<file path="src/common/mmu_params.svh">
`ifndef MMU_PARAMS_SVH
`define MMU_PARAMS_SVH

// Logical index into PT and PPN, taken from LA bits 20..10
`define MMU_LA_W 11

// PT and PPN word width
`define MMU_WORD_W 16

// Cache-inhibit RAM address, from PPN bits 13..0
`define MMU_INH_AW 14

`endif
</file>
<file path="src/common/mmu_pkg.sv">
`default_nettype none

package mmu_pkg;

  // Host operations, encoding shared with the testbench
  typedef enum logic [1:0] {
    OP_WR_MAP  = 2'd0,  // Write PT and PPN at one logical address
    OP_WR_CLIM = 2'd1,  // Write one cache-inhibit bit
    OP_XLATE   = 2'd2   // Translate a logical address
  } mmu_op_e;
  // Code 2'd3 is not a legal opcode

  // Core sequencer states
  typedef enum logic [1:0] {
    ST_IDLE   = 2'd0,  // Waiting for a command, writes happen here
    ST_MAP_RD = 2'd1,  // PT/PPN read data is on the RAM outputs
    ST_INH_RD = 2'd2,  // Inhibit read data is on the RAM output
    ST_RESULT = 2'd3   // Result presented until the output side takes it
  } map_state_e;

endpackage : mmu_pkg

`default_nettype wire

</file>
<file path="src/common/map_cmd_if.sv">
`default_nettype none
`include "mmu_params.svh"

// One command from the input side to the core, four-phase
interface map_cmd_if
  import mmu_pkg::*;
();

  logic                   req;        // Command valid, held until ack
  logic                   ack;        // Core has started the command
  mmu_op_e                op;
  logic [`MMU_LA_W-1:0]   la;         // Table index
  logic [`MMU_WORD_W-1:0] pt_wdata;
  logic [`MMU_WORD_W-1:0] ppn_wdata;  // Also carries inhibit address and bit

  modport src (output req, op, la, pt_wdata, ppn_wdata, input ack);
  modport dst (input req, op, la, pt_wdata, ppn_wdata, output ack);

endinterface : map_cmd_if

`default_nettype wire

</file>
<file path="src/source/map_req_port.sv">
`default_nettype none
`include "mmu_params.svh"

module map_req_port
  import mmu_pkg::*;
(
  input  logic                   sysclk,
  input  logic                   arst_n,
  input  logic                   req,        // Host command request
  output logic                   ack,        // Host command acknowledge
  input  mmu_op_e                op,
  input  logic [`MMU_LA_W-1:0]   la,
  input  logic [`MMU_WORD_W-1:0] pt_wdata,
  input  logic [`MMU_WORD_W-1:0] ppn_wdata,
  map_cmd_if.src                 cmd
);

  logic                   buf_full;   // One-entry buffer holds a command
  logic                   ack_q;
  mmu_op_e                buf_op;
  logic [`MMU_LA_W-1:0]   buf_la;
  logic [`MMU_WORD_W-1:0] buf_pt;
  logic [`MMU_WORD_W-1:0] buf_ppn;
  logic                   load;

  // New host command, buffer free and the core done with the last one
  assign load = req && !ack_q && !buf_full && !cmd.ack;

  always_ff @(posedge sysclk or negedge arst_n) begin
    if (!arst_n) begin
      buf_full <= 1'b0;
      ack_q    <= 1'b0;
    end else begin
      if (load)
        buf_full <= 1'b1;
      else if (cmd.ack)
        buf_full <= 1'b0;  // Core took it, drop the internal req
      if (load)
        ack_q <= 1'b1;     // Visible the cycle after the capture
      else if (!req)
        ack_q <= 1'b0;     // Host released req
    end
  end

  // Command payload, no reset needed
  always_ff @(posedge sysclk) begin
    if (load) begin
      buf_op  <= op;
      buf_la  <= la;
      buf_pt  <= pt_wdata;
      buf_ppn <= ppn_wdata;
    end
  end

  assign ack           = ack_q;
  assign cmd.req       = buf_full;
  assign cmd.op        = buf_op;
  assign cmd.la        = buf_la;
  assign cmd.pt_wdata  = buf_pt;
  assign cmd.ppn_wdata = buf_ppn;

  // Payload must not move under the core while req stays up
  a_cmd_stable: assert property (@(posedge sysclk) disable iff (!arst_n)
    cmd.req |=> !cmd.req || $stable({buf_op, buf_la, buf_pt, buf_ppn}));

  // Host ack only answers a request seen on the previous edge
  a_ack_needs_req: assert property (@(posedge sysclk) disable iff (!arst_n)
    $rose(ack) |-> $past(req));

endmodule : map_req_port

`default_nettype wire

</file>
<file path="src/flat_wrapper.sv">
// flat-port wrapper written by rule: the top's interface ports become plain ports
module map_req_port_flat import mmu_pkg::*;
  (sysclk, arst_n, req, ack, op, la, pt_wdata, ppn_wdata, cmd_req, cmd_op, cmd_la, cmd_pt_wdata, cmd_ppn_wdata, cmd_ack);
  map_cmd_if cmd_i ();
  input  logic sysclk;
  input  logic arst_n;
  input  logic req;
  output logic ack;
  input  mmu_op_e op;
  input  logic [`MMU_LA_W-1:0] la;
  input  logic [`MMU_WORD_W-1:0] pt_wdata;
  input  logic [`MMU_WORD_W-1:0] ppn_wdata;
  output wire logic [$bits(cmd_i.req)-1:0] cmd_req;
  output wire logic [$bits(cmd_i.op)-1:0] cmd_op;
  output wire logic [$bits(cmd_i.la)-1:0] cmd_la;
  output wire logic [$bits(cmd_i.pt_wdata)-1:0] cmd_pt_wdata;
  output wire logic [$bits(cmd_i.ppn_wdata)-1:0] cmd_ppn_wdata;
  input wire logic [$bits(cmd_i.ack)-1:0] cmd_ack;
  assign cmd_req = cmd_i.req;
  assign cmd_op = cmd_i.op;
  assign cmd_la = cmd_i.la;
  assign cmd_pt_wdata = cmd_i.pt_wdata;
  assign cmd_ppn_wdata = cmd_i.ppn_wdata;
  assign cmd_i.ack = cmd_ack;
  map_req_port u_core (.sysclk(sysclk), .arst_n(arst_n), .req(req), .ack(ack), .op(op), .la(la), .pt_wdata(pt_wdata), .ppn_wdata(ppn_wdata), .cmd(cmd_i));
endmodule
</file>
<file path="config.mk">
export PLATFORM = sky130hd
export DESIGN_NAME = map_req_port_flat
export DESIGN_NICKNAME = d
export VERILOG_FILES = /design/src/common/mmu_pkg.sv /design/src/common/map_cmd_if.sv /design/src/source/map_req_port.sv /design/src/flat_wrapper.sv
export VERILOG_INCLUDE_DIRS = /design/src /design/src/common
export SDC_FILE = /design/constraint.sdc
export NUM_CORES = 1
export LEC_CHECK = 0
export BUFFER_PORTS_ARGS = -buffer_cell sky130_fd_sc_hd__buf_4
export CAP_MARGIN = 25
export CORE_MARGIN = 5
export CORE_UTILIZATION = 40
export DETAILED_ROUTE_END_ITERATION = 10
export PLACE_DENSITY = 0.88
export SETUP_SLACK_MARGIN = 0.3
export SLEW_MARGIN = 20
export SYNTH_ARGS = -nofsm -noshare
export SYNTH_HDL_FRONTEND = slang
export SYNTH_SLANG_ARGS = --single-unit
</file>
<file path="constraint.sdc">
create_clock -name sysclk -period 3.5 [get_ports sysclk]
set_input_delay 0.35 -clock sysclk [delete_from_list [all_inputs] [get_ports sysclk]]
set_output_delay 0.35 -clock sysclk [all_outputs]
set_load 0.05 [all_outputs]
</file>
# After elaboration in Yosys (flattened, before gate mapping)
# Cells that the tools add are included.
[op_classes] mux=4 reduce_logical=7 eq_ne=1
[op_table] op="2-to-1 mux 1 bit" n=4
[op_table] op="logical AND 1 bit" n=3
[op_table] op="zero test 1 bit" n=3
[op_table] op="inequality test 2 x 1 -> 1 bit, second input constant" n=1
[op_table] op="nonzero test 2 bit" n=1
[totals] register_bits=47

# Logic depth before layout (Yosys ltp)
[depth] depth_word=5 ltp_mapped=2 ltp_nobuf=2

# Worst setup path before layout
# Ideal clock, no wire load.
[synth_timing] kind="register to register" from="register u_core.ack_q (netlist: u_core.ack)" to="register u_core.buf_la[0] (netlist: u_core.cmd.la[0]), enable pin" stages_incl_launch_ff=3 setup_time_ns=0.440 synth_period_minus_slack_ns=2.964 slack_ns=0.536 arrival_ns=2.524 t_required_ns=3.060 cell_sequence="dfrtp_1 nand2b_4 nor3_2"
[synth_via] elab_chain_len=4
[synth_lines] item="start: declaration" line="map_req_port.sv:19" source="logic ack_q;"
[synth_lines] item="start signal: assignment" line="map_req_port.sv:32" source="ack_q <= 1'b0;"
[synth_lines] item="start signal: assignment" line="map_req_port.sv:39" source="ack_q <= 1'b1;"
[synth_lines] item="start signal: assignment" line="map_req_port.sv:41" source="ack_q <= 1'b0;"
[synth_lines] item="zero test 1 bit" line="map_req_port.sv:27" source="assign load = req && !ack_q && !buf_full && !cmd.ack;"
[synth_lines] item="logical AND 1 bit (3 in series)" line="map_req_port.sv:27"
[synth_lines] item="named net u_core.load" line="map_req_port.sv:24" source="logic load;"
[synth_lines] item="end signal: assignment" line="map_req_port.sv:49" source="buf_la <= la;"
[synth_lines] item="end: declaration" line="map_req_port.sv:21" source="logic [`MMU_LA_W-1:0] buf_la;"
# The timed path passes the listed nets, and every way through them passes these cells.
# A chain may end at the register's enable or synchronous reset.

# Final worst setup path
[layout_timing] from="register u_core.ack_q (netlist: u_core.ack)" to="register u_core.buf_pt[10] (netlist: u_core.cmd.pt_wdata[10]), enable pin"
[layout_via] elab_chain_len=4
[layout_lines] item="zero test 1 bit" line="map_req_port.sv:27"
[layout_lines] item="logical AND 1 bit (3 in series)" line="map_req_port.sv:27"
[layout_lines] item="named net u_core.load" line="map_req_port.sv:24"
[layout_lines] item="end signal: assignment" line="map_req_port.sv:50" source="buf_pt <= pt_wdata;"
[layout_lines] item="end: declaration" line="map_req_port.sv:22" source="logic [`MMU_WORD_W-1:0] buf_pt;"
# The timed path passes the listed nets, and every way through them passes these cells.

==> results.sh <==
export IMPL_outcome="finished, final reports clean"
export IMPL_grt_util_all_layers_pct=13.8
export IMPL_crit_fanout=45
export IMPL_r2r_end="u_core.cmd.pt_wdata[10]"
export IMPL_post_route_period_util_pct=44.5
export IMPL_slew_violations=0
export IMPL_antennaDiodeCount=0
export IMPL_core_area_um2=3420
export IMPL_regToRegStartpoint="u_core.ack"
export IMPL_ir_worst_vdd_uv=312
export IMPL_synth_largest_area_cell="edfxtp_1"
export IMPL_fp_dieW_um=70.1
export IMPL_drt_initial_drc_count=29
export IMPL_place_gp_congestion=0.741
export IMPL_cp_top_family="buffers and inverters"
export IMPL_cts_path_max_buffers=2
export IMPL_grt_setup_unrepaired="no"
export IMPL_synthCells=53
export IMPL_grt_pass1_vias=1110
export IMPL_clkTransAtPathRegs_ns=0.13
export IMPL_io_pins=96
export IMPL_post_place_ws_ns=1.96
export IMPL_rows=21
export IMPL_fin_nets=206
export IMPL_grt_overflow_total=0
export IMPL_synth_area_leaders="edfxtp_1 94%, dfrtp_1 3.5%, nand2b_4 0.95%, nor3_2 0.69%, o21a_1 0.52%"
export IMPL_drc=0
export IMPL_endpoint="u_core.cmd.pt_wdata[10]"
export IMPL_synth_cell_types=8
export IMPL_antenna_found_initial=0
export IMPL_placed_cells_incl_taps=195
export IMPL_fin_setup_tns_ns=0
export IMPL_cts_resized=0
export IMPL_cp_arrival_ns=1.54
export IMPL_crit_path_start_kind="flop"
export IMPL_drive_above_1_share_pct=66.5
export IMPL_syn2layout_area_growth_pct=59.0
export IMPL_clock_skew_ns=0.0144
export IMPL_power_density_nw_per_um2=460
export IMPL_initial_utilization_pct=42.3
export IMPL_regToRegSetupSlack_ns=1.94
export IMPL_avgSynthCellArea_um2=27.3
export IMPL_port_buffers=95
export IMPL_wl_per_cell_um=16.1
export IMPL_setup_viol=0
export IMPL_critPathKind="flop to flop"
export IMPL_power_uw=1060
export IMPL_die_h_um=70.1
export IMPL_hold_class="primary input to flop"
export IMPL_max_stage_delay_ns=0.49
export IMPL_grt_pass1_wl_um=5150
export IMPL_clockRootBuffer="clkbuf_4"
export IMPL_max_slew_margin_pct=63.7
export IMPL_path_cells="nand2b_4 -> nor3_4 -> buf_4"
export IMPL_grt_max_degree=46
export IMPL_ys_seq_area_share_pct=97.0
export IMPL_netlist_area_um2=1450
export IMPL_p_leak_uw=0.000954
export IMPL_cp_num_cells=3
export IMPL_syn_nets=102
export IMPL_ant_nets=0
export IMPL_htreeDepth=2
export IMPL_slowest_stage="buf_4"
export IMPL_cts_tree="yes"
export IMPL_netlist_area_leader_share_pct=93.5
export IMPL_cts_buffers=5
export IMPL_clock_latency_ns=0.34
export IMPL_yosysWarningCount=0
export IMPL_cp_startpoint="u_core.ack"
export IMPL_viasPerCell=4.37
export IMPL_ys_ff_latch=47
export IMPL_cp_required_ns=3.48
export IMPL_postCtsSetupBuffers=0
export IMPL_max_freq_mhz=643
export IMPL_cp_end_kind="flop"
export IMPL_cp_num_buf_inv=1
export IMPL_fillers=238
export IMPL_worst_slew_pin_slew_ns=0.545
export IMPL_drt_first_pass_iters=2
export IMPL_cts_sink_count=47
export IMPL_dieArea_um2=4910
export IMPL_stdcell_count=204
export IMPL_setup_ws_ns=1.94
export IMPL_finalHoldViolations=0
export IMPL_num_vias=892
export IMPL_wl_um=3290
export IMPL_maxCapViolations=0
export IMPL_period_minus_slack_ns=1.56
export IMPL_ff2ff_path_depth=3
-- through the flow --
stage                     hold slack [ns]  cell area [um^2]  util, %
after floorplan                    0.0544              1450        -
after global placement              0.132              2230     65.3
after detailed placement            0.134              2230     65.3
after CTS                           0.157              2300     67.3
after global routing                0.131              2300     67.3
final                               0.174              2300     67.3
-- kinds of logic (layout without fill, tap and decap cells) --
logic type	count (synthesis)	after routing	share of synthesized area, %
compound gates	2	2	0.866
buf+inv	1	106	0.259
flops	47	47	97.0
simple gates	3	3	1.90
-- registers in the layout (all words and copies together) (netlist names) --
signal and flops:
u_core.cmd.la 11, u_core.ack 1, u_core.cmd.pt_wdata 16, u_core.cmd.req 1, u_core.cmd.ppn_wdata 16, u_core.cmd.op 2
-- worst min path at each step --
stage,startpoint,endpoint,slack [ns],cells after the start
2_1_floorplan,arst_n,u_core.ack,0.05,0
3_3_place_gp,arst_n,u_core.cmd.req,0.13,1
3_5_place_dp,arst_n,u_core.cmd.req,0.13,1
4_1_cts,la[4],u_core.cmd.la[4],0.16,1
5_1_grt,pt_wdata[3],u_core.cmd.pt_wdata[3],0.13,1
6_report,la[8],u_core.cmd.la[8],0.17,1
-- metal layers --
| layer | vias up | share of wire (%) | global-route usage (%) |
|---|---|---|---|
| met3 | 2 | 17 | 10.3 |
| met4 | 0 | 0.33 | 4.47 |
| li1 | 415 | - | - |
| met2 | 60 | 54 | 25.7 |
| met5 | - | 0 | 0 |
| met1 | 415 | 29 | 10.8 |
-- placed cells by master (no fill, tap or decap) --
| cell | n |
|---|---|
| buf_4 | 96 |
| dlygate4sd3_1 | 1 |
| a21oi_1 | 1 |
| inv_1 | 1 |
| clkinvlp_4 | 1 |
| clkinv_4 | 1 |
| edfxtp_1 | 45 |
| nor2_1 | 1 |
| dfrtp_1 | 2 |
| o21a_1 | 1 |
| nor3_4 | 1 |
| clkinv_1 | 1 |
| nand2b_4 | 1 |
| clkbuf_4 | 5 |
-- where the power goes --
part	switching, uW	internal (uW)	total [uW]
clock	160	77.3	237
combinational	104	63.7	168
sequential	7.61	643	651
total	272	784	1060
-- cell usage after synthesis --
library cell	count
a21oi_1	1
dfrtp_1	2
edfxtp_1	45
inv_1	1
nand2b_4	1
nor2_1	1
nor3_2	1
o21a_1	1
-- final cells by class --
cell class / instances / area (um^2) / area share, %
Clock inverter: 3 / 20.0 / 0.871
Sequential cell: 47 / 1400 / 61.0
Multi-Input combinational cell: 5 / 46.3 / 2.02
Clock buffer: 5 / 37.5 / 1.63
Inverter: 1 / 3.75 / 0.163
Timing Repair Buffer: 97 / 731 / 31.8
Tap cell: 46 / 57.6 / 2.51
-- what timing repair did --
action	4_1_cts	5_1_grt
hold buffers	1	0
setup endpoints to repair	0	0
endpoints found under the hold margin	2	0
Power figures use the tool's default switching activity.
