$ cat src/common/mmu_params.svh
`ifndef MMU_PARAMS_SVH
`define MMU_PARAMS_SVH

// Logical index into PT and PPN, taken from LA bits 20..10
`define MMU_LA_W 11

// PT and PPN word width
`define MMU_WORD_W 16

// Cache-inhibit RAM address, from PPN bits 13..0
`define MMU_INH_AW 14

`endif
$ cat src/common/map_rsp_if.sv
`default_nettype none
`include "mmu_params.svh"

// One translation result from the core to the output side, four-phase
interface map_rsp_if;

  logic                   req;      // Result valid
  logic                   ack;      // Result copied by the output side
  logic [`MMU_WORD_W-1:0] pt;
  logic [`MMU_WORD_W-1:0] ppn;
  logic                   wcinh_n;  // Active low cache inhibit

  modport src (output req, pt, ppn, wcinh_n, input ack);
  modport dst (input req, pt, ppn, wcinh_n, output ack);

endinterface : map_rsp_if

`default_nettype wire

$ cat src/source/map_resp_port.sv
`default_nettype none
`include "mmu_params.svh"

module map_resp_port (
  input  logic                   sysclk,
  input  logic                   arst_n,
  map_rsp_if.dst                 rsp,
  output logic                   resp_req,  // Result valid toward the host
  input  logic                   resp_ack,
  output logic [`MMU_WORD_W-1:0] pt,
  output logic [`MMU_WORD_W-1:0] ppn,
  output logic                   wcinh_n
);

  logic                   resp_req_q;
  logic                   rsp_ack_q;
  logic                   load;
  logic [`MMU_WORD_W-1:0] out_pt;
  logic [`MMU_WORD_W-1:0] out_ppn;
  logic                   out_wcinh_n;

  // Take a result only with the host link fully back at zero
  assign load = rsp.req && !rsp_ack_q && !resp_req_q && !resp_ack;

  always_ff @(posedge sysclk or negedge arst_n) begin
    if (!arst_n) begin
      resp_req_q <= 1'b0;
      rsp_ack_q  <= 1'b0;
    end else begin
      if (load)
        resp_req_q <= 1'b1;
      else if (resp_req_q && resp_ack)
        resp_req_q <= 1'b0;  // Host has the data
      if (load)
        rsp_ack_q <= 1'b1;   // Core is free once copied
      else if (!rsp.req)
        rsp_ack_q <= 1'b0;
    end
  end

  // Output register
  always_ff @(posedge sysclk) begin
    if (load) begin
      out_pt      <= rsp.pt;
      out_ppn     <= rsp.ppn;
      out_wcinh_n <= rsp.wcinh_n;
    end
  end

  assign rsp.ack  = rsp_ack_q;
  assign resp_req = resp_req_q;
  assign pt       = out_pt;
  assign ppn      = out_ppn;
  assign wcinh_n  = out_wcinh_n;

  // Host sees steady data for the whole request
  a_out_stable: assert property (@(posedge sysclk) disable iff (!arst_n)
    resp_req |=> !resp_req || $stable({pt, ppn, wcinh_n}));

endmodule : map_resp_port

`default_nettype wire

$ cat src/flat_wrapper.sv
// flat-port wrapper written by rule: the top's interface ports become plain ports
module map_resp_port_flat 
  (sysclk, arst_n, resp_req, resp_ack, pt, ppn, wcinh_n, rsp_req, rsp_pt, rsp_ppn, rsp_wcinh_n, rsp_ack);
  map_rsp_if rsp_i ();
  input  logic sysclk;
  input  logic arst_n;
  output logic resp_req;
  input  logic resp_ack;
  output logic [`MMU_WORD_W-1:0] pt;
  output logic [`MMU_WORD_W-1:0] ppn;
  output logic wcinh_n;
  input wire logic [$bits(rsp_i.req)-1:0] rsp_req;
  input wire logic [$bits(rsp_i.pt)-1:0] rsp_pt;
  input wire logic [$bits(rsp_i.ppn)-1:0] rsp_ppn;
  input wire logic [$bits(rsp_i.wcinh_n)-1:0] rsp_wcinh_n;
  output wire logic [$bits(rsp_i.ack)-1:0] rsp_ack;
  assign rsp_i.req = rsp_req;
  assign rsp_i.pt = rsp_pt;
  assign rsp_i.ppn = rsp_ppn;
  assign rsp_i.wcinh_n = rsp_wcinh_n;
  assign rsp_ack = rsp_i.ack;
  map_resp_port u_core (.sysclk(sysclk), .arst_n(arst_n), .rsp(rsp_i), .resp_req(resp_req), .resp_ack(resp_ack), .pt(pt), .ppn(ppn), .wcinh_n(wcinh_n));
endmodule
$ cat config.mk
export PLATFORM = sky130hd
export DESIGN_NAME = map_resp_port_flat
export DESIGN_NICKNAME = d
export VERILOG_FILES = /design/src/common/map_rsp_if.sv /design/src/source/map_resp_port.sv /design/src/flat_wrapper.sv
export VERILOG_INCLUDE_DIRS = /design/src /design/src/common
export SDC_FILE = /design/constraint.sdc
export NUM_CORES = 1
export LEC_CHECK = 0
export ABC_AREA = 1
export BUFFER_PORTS_ARGS = -buffer_cell sky130_fd_sc_hd__buf_4
export CAP_MARGIN = 30
export CORE_UTILIZATION = 43
export DETAILED_ROUTE_END_ITERATION = 6
export PLACE_DENSITY_LB_ADDON = 0.2
export SYNTH_ARGS = -nofsm -noshare
export SYNTH_HDL_FRONTEND = slang
export SYNTH_SLANG_ARGS = --single-unit
$ cat constraint.sdc
create_clock -name sysclk -period 5.1 [get_ports sysclk]
set_input_delay 0 -clock sysclk [delete_from_list [all_inputs] [get_ports sysclk]]
set_output_delay 0 -clock sysclk [all_outputs]
set_load 0.01 [all_outputs]
==> results of run 1 <==
-- metrics by stage --
stage               cell area (um^2)  utilization (%)  hold WS, ns
floorplan                       1080                -       -0.296
detailed placement              1670             72.5       -0.214
global placement                1650             71.9       -0.217
-- Yosys cell counts, drive strengths merged --
cell    number  share of area [%]
dfrtp        2                4.6
edfxtp      33                 91
inv          3                1.0
nand2        5                2.0
nor2         2               0.92
-- kinds of logic after synthesis --
logic type             share of synthesized area, %
AND/OR/NAND/NOR                                2.89
buffers and inverters                          1.04
flip-flops                                     96.1
==> run summary, run 1 <==
Of the synthesized area, sequential elements account for 96.1%. The TritonCTS buffer count came out at 5. The deepest clock path buffer count came out at 2. The yosys synthesis warning count came out at 0. The starting density of the core is 47.2%. The run stopped with a tool error. The maximum level of the CTS H-tree is 2.

The post-synth net total is 82. The first error in the log reads "[ERROR DPL-0033] detailed placement checks failed during check placement". The pre-CTS setup slack came out at 3.45 ns. Summing every instance area after synthesis gives 1080 um^2. After synthesis the netlist holds a flip-flop and latch count of 35. The detailed placement HPWL came out at 1570 um. The number of core rows came out at 17. The number of input and output port buffers inserted came out at 71. The failing step is clock tree synthesis (4_1_cts).

The average size of a mapped cell is 24.1 um^2. The library cell used as clock root buffer is sky130_fd_sc_hd__clkbuf_4. The vertical die dimension is 52.2 um. The CTS sink count is 35.

The buffer count from post-CTS setup fixing came out at 0. The total of cells resized after clock tree synthesis came out at 0. The weighted congestion reported at the end of routability-driven placement is 0.686.

After synthesis, the netlist uses 7 different library cells. The total placed cells including tap cells is 145. The count of hold-fix buffers inserted at cts is 38.

The die is 52.2 um wide. The I/O pin count came out at 72. The post-synthesis instance total came out at 45.
==> run 2: changes to the inputs <==
--- a/config.mk
+++ b/config.mk
@@ -9,9 +9,10 @@
 export ABC_AREA = 1
 export BUFFER_PORTS_ARGS = -buffer_cell sky130_fd_sc_hd__buf_4
 export CAP_MARGIN = 30
-export CORE_UTILIZATION = 43
+export CORE_AREA = 2 2 63 65
 export DETAILED_ROUTE_END_ITERATION = 6
-export PLACE_DENSITY_LB_ADDON = 0.2
+export DIE_AREA = 0 0 65 67
+export PLACE_DENSITY_LB_ADDON = 0.15
 export SYNTH_ARGS = -nofsm -noshare
 export SYNTH_HDL_FRONTEND = slang
 export SYNTH_SLANG_ARGS = --single-unit
==> run summary, run 2 <==
The number of core rows came out at 22 (+5). After filler insertion, the fill cell instance count of the layout stands at 291. The post-synthesis instance total came to 45 (unchanged). For the worst flop-to-flop path, the logic depth is 4. The count of final setup violators came out at 0. The TritonCTS buffer count was 5 (unchanged). Leaving out fill and tap cells, the most frequent cell in the layout is sky130_fd_sc_hd__buf_4. The worst-path cell with the longest stage delay is sky130_fd_sc_hd__inv_1. The maximum level of the CTS H-tree was 2 (unchanged).

The total placed cells including tap cells came to 165 (+14%). The clock arrives with 0.00450 ns of skew. The maximum operating frequency came out at 626 MHz. The die area is 4360 um^2.

The number of enable flip-flop cells after synthesis came out at 33 (unchanged). The most critical setup path has its startpoint at u_core.rsp.ack. The number of diodes added for antenna fixing came out at 0. The number of max-slew violations in the final report came to 0. Summing all multi-input logic gate instances after layout gives 31.3 um^2. The initial antenna violation count came out at 0. The sequential share of the synthesized area is 96.1% (unchanged). The worst stage delay on the critical path is 0.44 ns. The vertical die dimension came out at 67 um (+28%). In the routed layout, each cell is associated on average with a via count of 3.93. In the routed design, unresolved DRC markers number 0. The weighted congestion reported at the end of routability-driven placement was 0.602 (-12%).

The setup slack on the worst flop-to-flop path came out at 3.50 ns. The worst slew slack as a fraction of its limit came out at 60.7%. The total of cells resized after clock tree synthesis came out at 0 (unchanged).

The residual overflow from global routing is 0. The count of placed standard cells in the final layout, fillers left out is 209. The clock input transition at the sequential cells of the worst setup and hold paths is 0.06 ns. The via count of the first global-routing pass came out at 786. The worst register-to-register path ends at u_core.pt[7].

The largest total area in the synthesized netlist belongs to sky130_fd_sc_hd__edfxtp_1. The critical path goes through nor2_2, nand2_2, inv_1, buf_16. The width of the chip is 65 um (+25%). The CTS sink count came out at 35 (unchanged). The total wire length after detailed routing came out at 2350 um. The post-route minimum period is 1.60 ns. TritonCTS built the clock tree.

In the layout the commonest cells are sky130_fd_sc_hd__buf_4 (71), sky130_fd_sc_hd__dlygate4sd3_1 (36), sky130_fd_sc_hd__edfxtp_1 (33). The deepest clock path buffer count is 2 (unchanged). The flop and latch count out of synthesis is 35 (unchanged).

The tightest min-delay check is of the input pin to async pin type. The yosys synthesis warning count came out at 0 (unchanged). The most common cell in the synthesized netlist is sky130_fd_sc_hd__edfxtp_1. The average size of a mapped cell came out at 24.1 um^2 (unchanged). The most common flop cell mapped by yosys is sky130_fd_sc_hd__edfxtp_1.

The fraction of synthesis flops using an asynchronous set or reset pin is 5.71% (unchanged). The synthesized area is 1080 um^2 (unchanged). The number of hold violations in the final report came to 0.

Relative to the synthesized area, the layout overhead comes to 98.0%. The met2 global-route usage came out at 20.6%. STA puts the critical path data arrival time at 1.58 ns. The path type of the worst setup path is flip-flop to flip-flop. The top cell type's share of synthesized area is 91.5% (unchanged).

The layout net count came out at 197. The final clock period utilization by the worst path is 31.3%. The total iterations of the first detailed-routing run is 3. Summing over every cut layer, the via total after detailed routing is 821. The flow ran to the end, and the final reports show no timing, DRC or antenna violations. The number of input and output port buffers inserted came to 71 (unchanged). The maximum number of pins on one net before global-route repair came out at 22. Global routing used 11.7% of the available tracks across all layers. The worst setup path is launched from a flip-flop. The share of post-route cells with drive strength above 1 is 49.7%. The power density over the cells came out at 286 nW/um^2. The first routing iteration left 39 violations.

Setup repair after global routing left no endpoint under its margin. The post-synth net total came out at 82 (unchanged). The type of element capturing the critical path is a flip-flop.

The final-layout setup total negative slack is 0 ns. The layer with the highest usage is met2. The largest vdd supply drop came out at 185 uV. The first global-routing pass estimated 3500 um of wire. The number of library cell types mapped by synthesis is 7 (unchanged). The total area of sequential cells is 1040 um^2. The detailed placement HPWL is 1560 um (-0.47%). Ranked by total cell area, the synthesized netlist is headed by sky130_fd_sc_hd__edfxtp_1 (91%), sky130_fd_sc_hd__dfrtp_1 (4.6%), sky130_fd_sc_hd__nand2_1 (1.4%). Of all nets on the critical path, the largest fanout is 21. The routing usage on met3 came out at 5.57%. The source of the worst register-to-register timing path is u_core.rsp.ack. The leakage power total came out at 0.000916 uW. The met1 usage in global routing came out at 11.1%. The I/O pin count came out at 72 (unchanged). The starting density of the core came out at 30.0% (-17 points). Clock tree synthesis selected as its root buffer the cell sky130_fd_sc_hd__clkbuf_8. The total core area came out at 3610 um^2. Max-cap violations in this run came to 0. The actual slew at the worst max-slew pin came out at 0.589 ns. The required time at the endpoint of the critical path came out at 5.08 ns. The remaining antenna violation count came out at 0. The average wire per standard cell is 11.3 um.

In the synthesized netlist, the cells that appear most often are sky130_fd_sc_hd__edfxtp_1 (33), sky130_fd_sc_hd__nand2_1 (4), sky130_fd_sc_hd__inv_1 (3). For the worst-skew pair, the clock arrives at the later sink with an insertion delay of 0.28 ns.
==> run 2: cell counts after synthesis <==
No cell type changed its count.
==> run 2: cells by family (layout without fill, tap and decap cells) <==
| logic type | count (synthesis) | in the layout | synth area share (%) |
|---|---|---|---|
| buffers and inverters | 3 | 119 | 1.04 |
| DFF | 35 | 35 | 96.1 |
| and+or+nand+nor | 7 | 7 | 2.89 |
==> run 2: layout make-up <==
cell class	instances	share of cell area (%)
sequential	35	48.5
inverter	3	0.525
tap	48	2.80
timing repair buffer	108	42.9
clock buffer	7	3.56
clock inverter	1	0.233
multi-input combinational	7	1.46
==> run 2: metal layers <==
layer | share of wire (%) | wire length [um]
met5 | 0 | 0
met4 | 2.0 | 46
met3 | 11 | 261
met2 | 50 | 1180
met1 | 37 | 867
==> run 2: worst max-delay path, delay by kind of cell, from the launching register on <==
kind	cells	cell delay, ns
buffers and inverters	2	0.67
flip-flops	1	0.40
AND/OR/NAND/NOR	2	0.21
==> run 2: metrics by stage <==
stage	power [uW]	hold WS, ns	worst slack, ns	cell area (um^2)	util [%]
final	613	0.0320	3.50	2150	59.5
after floorplan	365	-0.296	3.44	1080	-
after global placement	411	-0.217	3.26	1680	46.5
after CTS	621	0.0183	3.46	2150	59.5
after detailed placement	416	-0.215	3.47	1700	47.3
after global routing	641	0.0363	3.39	2150	59.5
==> run 2: what timing repair did <==
action | in CTS | in global routing
endpoints found under the hold margin | 37 | 0
hold buffers | 36 | 0
setup buffers | 0 | 0
==> run 2: how the worst max path moves through the flow <==
stage / to / cells past startpoint
after global routing: u_core.pt[7] / 4
after floorplan: u_core.ppn[0] / 3
after detailed placement: u_core.pt[15] / 4
after global placement: u_core.ppn[9] / 3
after CTS: u_core.ppn[4] / 4
final: u_core.pt[7] / 4
==> run 2: power by group <==
| group | switching (uW) | internal (uW) |
|---|---|---|
| sequential | 5.41 | 335 |
| combinational | 33.2 | 57.9 |
| clock | 86.1 | 95.5 |
No activity file was read; power rests on OpenSTA's default activity.
==> run 3: changes to the inputs <==
==> constraint.sdc (replaced) <==
create_clock -name sysclk -period 1.4 [get_ports sysclk]
set_input_delay 0 -clock sysclk [delete_from_list [all_inputs] [get_ports sysclk]]
set_output_delay 0 -clock sysclk [all_outputs]
set_load 0.01 [all_outputs]
==> run summary, run 3 (synthesis results as in run 2) <==
The number of max-slew violations in the final report is 0 (unchanged). The maximum number of pins on one net before global-route repair came out at 34 (+55%). The power dissipated by switching net loads was 439 uW (+250%). The fraction of power consumed by combinational cells was 14.9% (about the same). The global-route usage over all layers is 12.0% (+0.32 points).

The number of hold violations in the final report was 0 (unchanged). The worst setup path is captured at a flip-flop. The first-pass GRT wire length is 3610 um (+3.1%). The vertical die dimension was 67 um (unchanged). The cell count of the worst reg-to-reg path is 4 (unchanged). Setup repair after global routing left no endpoint under its margin. The leakage power total came to 0.000903 uW (-1.4%). The largest vdd supply drop is 507 uV (+170%). The fraction of power consumed by the clock network was 28.7% (-0.9 points). The setup slack on the worst flop-to-flop path is 0.19 ns (-3.31 ns). The remaining antenna violation count is 0 (unchanged). The post-route minimum period is 1.21 ns (-0.388 ns).

The worst slew slack as a fraction of its limit is 88.4% (+28 points). The peak fanout along the critical path came to 33 (+57%). The maximum level of the CTS H-tree is 2 (unchanged).

In the layout the commonest cells are sky130_fd_sc_hd__buf_4 (71), sky130_fd_sc_hd__dlygate4sd3_1 (36), sky130_fd_sc_hd__edfxtp_1 (33). The TritonCTS buffer count came out at 5 (unchanged). The root buffer cell chosen for the clock tree is sky130_fd_sc_hd__clkbuf_8. The clock tree skew after final layout came out at 0.00332 ns (-0.00117 ns). The actual slew at the worst max-slew pin came out at 0.174 ns (-0.414 ns). The buffer count from post-CTS setup fixing came out at 0 (unchanged).

The die area came to 4360 um^2 (unchanged). The worst hold path belongs to the class input pin to async pin. The number of input and output port buffers inserted was 71 (unchanged). The deepest clock path buffer count came to 2 (unchanged). The initial antenna violation count came out at 0 (unchanged).

The number of max-cap violations is 0 (unchanged). The worst setup path is launched from a flip-flop. The net switching fraction of the power is 20.0% (-0.36 points). The required time at the endpoint of the critical path is 1.37 ns (-3.71 ns).

The internal cell power is 1760 uW (+260%). The final clock period utilization by the worst path came out at 86.4% (+55 points). The starting density of the core is 30.0% (unchanged). The average wire per standard cell came out at 11.2 um (-0.42%).

The run finished with clean final reports. The clock input transition at the sequential cells of the worst setup and hold paths came out at 0.06 ns (about the same). The I/O pin count came out at 72 (unchanged). The maximum operating frequency is 826 MHz (+32%). TritonCTS built the clock tree. The worst stage delay on the critical path is 0.39 ns (-0.05 ns). The via count is 812 (-1.1%).

The post-detailed-route via-to-cell ratio came out at 3.90 (-0.62%). The sequential power share came to 56.4% (+0.9 points). The critical path goes through nor2_1, nand2_2, clkinvlp_4, buf_12. The detailed-route DRC error count is 0 (unchanged). The startpoint identified for the worst register-to-register timing path is u_core.resp_req. The share of post-route cells with drive strength above 1 was 50.6% (+0.94 points).

The residual overflow from global routing is 0 (unchanged). The final core area utilization is 59.3% (-0.21 points). The weighted congestion reported at the end of routability-driven placement came out at 0.594 (-1.3%). Leaving out fill and tap cells, the most frequent cell in the layout is sky130_fd_sc_hd__buf_4. The post-route total power was 2200 uW (+260%). The detailed router's first-iteration violation count is 29 (-26%). The layout net count is 197 (unchanged).

The worst-path cell with the longest stage delay is sky130_fd_sc_hd__dfrtp_1. The arrival time at the worst endpoint came out at 1.18 ns (-0.40 ns). The critical path is of the flip-flop to flip-flop type. The CTS sink count came out at 35 (unchanged). The detailed placement HPWL came out at 1510 um (-3.5%).

The total core area is 3610 um^2 (unchanged). The count of final setup violators is 0 (unchanged). The power density over the cells is 1030 nW/um^2 (+260%).

The clock latency at the later pin of the worst-skew pair was 0.27 ns (about the same). The width of the chip is 65 um (unchanged). The number of diodes added for antenna fixing came out at 0 (unchanged). The total iterations of the first detailed-routing run came to 2 (-1). The final-layout setup total negative slack was 0 ns (unchanged).

Relative to the synthesized area, the layout overhead comes to 97.3%. The via count of the first global-routing pass was 840 (+6.9%). The total wire length after detailed routing came to 2330 um (-0.89%). The number of core rows was 22 (unchanged). In this run the critical register-to-register path is captured at u_core.ppn[5].
run 3: cell types whose count changed in the layout (fill, tap and decap cells not counted):
cell	before	now
sky130_fd_sc_hd__clkinv_1	0	1
sky130_fd_sc_hd__clkinvlp_4	0	1
sky130_fd_sc_hd__inv_1	3	2
sky130_fd_sc_hd__clkbuf_1	2	0
sky130_fd_sc_hd__buf_16	1	0
sky130_fd_sc_hd__buf_12	0	1
run 3: worst max-delay path by stage:
stage,startpoint,end,slack (ns),cells after the start
floorplan,u_core.resp_req,u_core.ppn[0],0.006,3
global placement,u_core.resp_req,u_core.pt[12],0.22,4
detailed placement,u_core.resp_req,u_core.ppn[8],0.19,4
CTS,u_core.resp_req,u_core.pt[4],0.18,4
global route,u_core.resp_req,u_core.pt[6],0.13,4
finish,u_core.resp_req,u_core.ppn[5],0.19,4
run 3: layer usage:
metal / vias to the layer above / track usage [%] / wire length (um)
met5: - / 0 / 0
met4: 0 / 5.59 / 27
met3: 4 / 5.74 / 225
met2: 44 / 21.9 / 1310
met1: 369 / 11.1 / 768
li1: 395 / - / -
run 3: worst max-delay path, delay by kind of cell, from the launching register on:
family	cells	cell delay, ns
simple gates	2	0.22
flops	1	0.39
buf+inv	2	0.27
run 3: power by group through the flow:
| stage | clock network, uW | registers, uW | logic, uW |
|---|---|---|---|
| 2_1_floorplan | 0 | 1290 | 36.1 |
| 3_3_place_gp | 0 | 1260 | 246 |
| 3_5_place_dp | 0 | 1260 | 250 |
| 4_1_cts | 660 | 1240 | 330 |
| 5_1_grt | 699 | 1250 | 353 |
| 6_report | 630 | 1240 | 328 |
run 3: stage by stage:
step           instances  setup slack (ns)  hold WS [ns]  area [um^2]
3_5_place_dp         165             0.192        -0.215         1700
4_1_cts              208             0.184        0.0291         2140
3_3_place_gp         165             0.217        -0.218         1700
6_report             208             0.190        0.0340         2140
2_1_floorplan         45           0.00602        -0.296         1090
5_1_grt              208             0.127        0.0274         2140
run 3: final cells by class:
type / count / area [um^2]
clock inverters: 2 / 8.76
repair buffers: 108 / 913
clock buffers: 5 / 68.8
fillers: 290 / 1470
flip-flops and latches: 35 / 1040
inverters: 3 / 15.0
multi-input cells: 7 / 31.3
well taps: 48 / 60.1
run 3: what timing repair did:
item | in CTS | in global routing
hold buffers | 36 | 0
gates resized for setup | 0 | 0
endpoints found under the hold margin | 37 | 0
==> run 4: changes to the inputs <==
--- a/config.mk
+++ b/config.mk
@@ -10,9 +10,11 @@
 export BUFFER_PORTS_ARGS = -buffer_cell sky130_fd_sc_hd__buf_4
 export CAP_MARGIN = 30
 export CORE_AREA = 2 2 63 65
+export CTS_CLUSTER_SIZE = 12
 export DETAILED_ROUTE_END_ITERATION = 6
 export DIE_AREA = 0 0 65 67
 export PLACE_DENSITY_LB_ADDON = 0.15
+export RECOVER_POWER = 50
 export SYNTH_ARGS = -nofsm -noshare
 export SYNTH_HDL_FRONTEND = slang
 export SYNTH_SLANG_ARGS = --single-unit
==> run summary, run 4 (synthesis results as in run 2) <==
The TritonCTS buffer count is 5 (unchanged). The final clock period utilization by the worst path is 88.1% (+1.7 points). The post-route minimum period is 1.23 ns (+0.0234 ns).

The cell area after layout came out at 2080 um^2 (-2.9%). The number of input and output port buffers inserted came out at 71 (unchanged). The initial antenna violation count came out at 0 (unchanged). The total of cells resized after clock tree synthesis came out at 0 (unchanged).

The detailed router's first-iteration violation count came out at 21 (-28%). The number of diodes added for antenna fixing is 0 (unchanged). The detailed-route DRC error count is 0 (unchanged). The final-layout setup total negative slack is 0 ns (unchanged). The deepest clock path buffer count came to 2 (unchanged). The clock input transition at the sequential cells of the worst setup and hold paths came out at 0.06 ns (about the same). The residual overflow from global routing is 0 (unchanged).

The count of final setup violators came out at 0 (unchanged). STA classifies the critical path endpoint as a flip-flop. The final core area utilization is 57.6% (-1.7 points).

The CTS sink count came to 35 (unchanged). The via count came out at 810 (-0.25%). The tightest min-delay check is of the input pin to async pin type. The actual slew at the worst max-slew pin was 0.175 ns (+0.000735 ns).

The global-route usage over all layers came to 12.0% (unchanged). The number of core rows was 22 (unchanged). The average wire per standard cell came to 11.2 um (-0.26%). The clock latency at the later pin of the worst-skew pair is 0.27 ns (about the same). The maximum operating frequency is 811 MHz (-1.9%).

The largest vdd supply drop is 499 uV (-1.6%). The total core area is 3610 um^2 (unchanged). The maximum level of the CTS H-tree came out at 2 (unchanged).

The number of max-cap violations is 0 (unchanged). The startpoint identified for the worst register-to-register timing path is u_core.rsp.ack. The post-detailed-route via-to-cell ratio is 3.89 (-0.25%). The total area of sequential cells was 1040 um^2 (unchanged). The total wire length after detailed routing came out at 2330 um (-0.26%). The fill cell total of the finished layout came to 312 (+7.6%). The peak fanout along the critical path was 33 (unchanged). The detailed placement HPWL came out at 1510 um (unchanged). The arrival time at the worst endpoint came out at 1.21 ns (+0.03 ns). The maximum number of pins on one net before global-route repair came out at 34 (unchanged). The starting density of the core is 30.0% (unchanged).

The area added between synthesis and finish is 91.6%. The number of max-slew violations in the final report came out at 0 (unchanged). The setup slack on the worst flop-to-flop path was 0.17 ns (-0.02 ns). The worst slew slack as a fraction of its limit is 88.3% (about the same). The weighted congestion reported at the end of routability-driven placement came to 0.594 (unchanged). The leakage power total came out at 0.000838 uW (-7.2%).

The cell count of the worst reg-to-reg path is 4 (unchanged). The remaining antenna violation count came out at 0 (unchanged). The category of the worst setup path launch point is a flip-flop. The vertical die dimension was 67 um (unchanged). The I/O pin count came out at 72 (unchanged). The layout net count is 197 (unchanged). The run finished with clean final reports. The post-place instance area came out at 1700 um^2 (unchanged). In this run the clock root is driven by a sky130_fd_sc_hd__clkbuf_8. TritonCTS built the clock tree. The die area is 4360 um^2 (unchanged).

The required time at the endpoint of the critical path is 1.37 ns (about the same). The via count of the first global-routing pass is 840 (unchanged). The power density over the cells is 1050 nW/um^2 (+1.7%). In this run the critical register-to-register path is captured at u_core.ppn[5].

The width of the chip is 65 um (unchanged). The first-pass GRT wire length came to 3610 um (unchanged). The total iterations of the first detailed-routing run came out at 2 (unchanged). The critical path is of the flip-flop to flip-flop type.

The number of hold violations in the final report is 0 (unchanged). In the layout the commonest cells are sky130_fd_sc_hd__dlygate4sd3_1 (36), sky130_fd_sc_hd__clkbuf_4 (34), sky130_fd_sc_hd__edfxtp_1 (33). Leaving out fill and tap cells, the most frequent cell in the layout is sky130_fd_sc_hd__dlygate4sd3_1. The clock tree skew after final layout came out at 0.00222 ns (-0.00111 ns). The area of the multi-input gates was 28.8 um^2 (-8.0%). The share of post-route cells with drive strength above 1 was 40.0% (-11 points). Setup repair after global routing left no endpoint under its margin.
[run 4: changes by cell type in the layout (fill, tap and decap cells not counted), sizes merged]
cell / delta
clkbuf: +50
buf: -50
[run 4: through the flow]
stage / power, uW / worst slack [ns] / instances / hold slack, ns
final: 2170 / 0.167 / 208 / 0.0342
after global routing: 2270 / 0.110 / 208 / 0.0374
after CTS: 2230 / 0.184 / 208 / 0.0291
after detailed placement: 1510 / 0.192 / 165 / -0.215
after global placement: 1510 / 0.217 / 165 / -0.218
after floorplan: 1330 / 0.00602 / 45 / -0.296
[run 4: where the power goes]
group	switching, uW	internal [uW]
Clock	298	330
Combinational	117	185
Sequential	19.5	1220
Total	434	1740
[run 4: worst max-delay path by stage]
stage	from	end	slack, ns	depth (start not counted)
after floorplan	u_core.resp_req	u_core.ppn[0]	0.006	3
after CTS	u_core.resp_req	u_core.pt[4]	0.18	4
after global routing	u_core.resp_req	u_core.pt[6]	0.11	4
final	u_core.rsp.ack	u_core.ppn[5]	0.17	4
after global placement	u_core.resp_req	u_core.pt[12]	0.22	4
after detailed placement	u_core.resp_req	u_core.ppn[8]	0.19	4
[run 4: critical path: stages, from the launching register on]
cell and delay, ns:
sky130_fd_sc_hd__dfrtp_1 0.41, sky130_fd_sc_hd__nor2_2 0.10, sky130_fd_sc_hd__nand2_1 0.11, sky130_fd_sc_hd__clkinvlp_4 0.10, sky130_fd_sc_hd__buf_12 0.19
[run 4: cell type report]
class                           instances  share of cell area [%]
Multi-Input combinational cell          7                    1.39
Inverter                                3                   0.723
Sequential cell                        35                    50.2
Timing Repair Buffer                  108                    41.1
Clock buffer                            5                    3.32
Tap cell                               48                    2.89
Clock inverter                          2                   0.422
[run 4: layer usage]
metal	track usage, %	routed length [um]	up-vias
met3	5.74	245	4
met1	11.1	759	367
met4	5.59	27	0
met5	0	0	-
met2	21.9	1290	44
li1	-	-	395
[run 4: repair_timing]
action / in CTS / in global routing
hold buffers: 36 / 0
hold endpoints to repair: 37 / 0
buffers inserted: 0 / 0
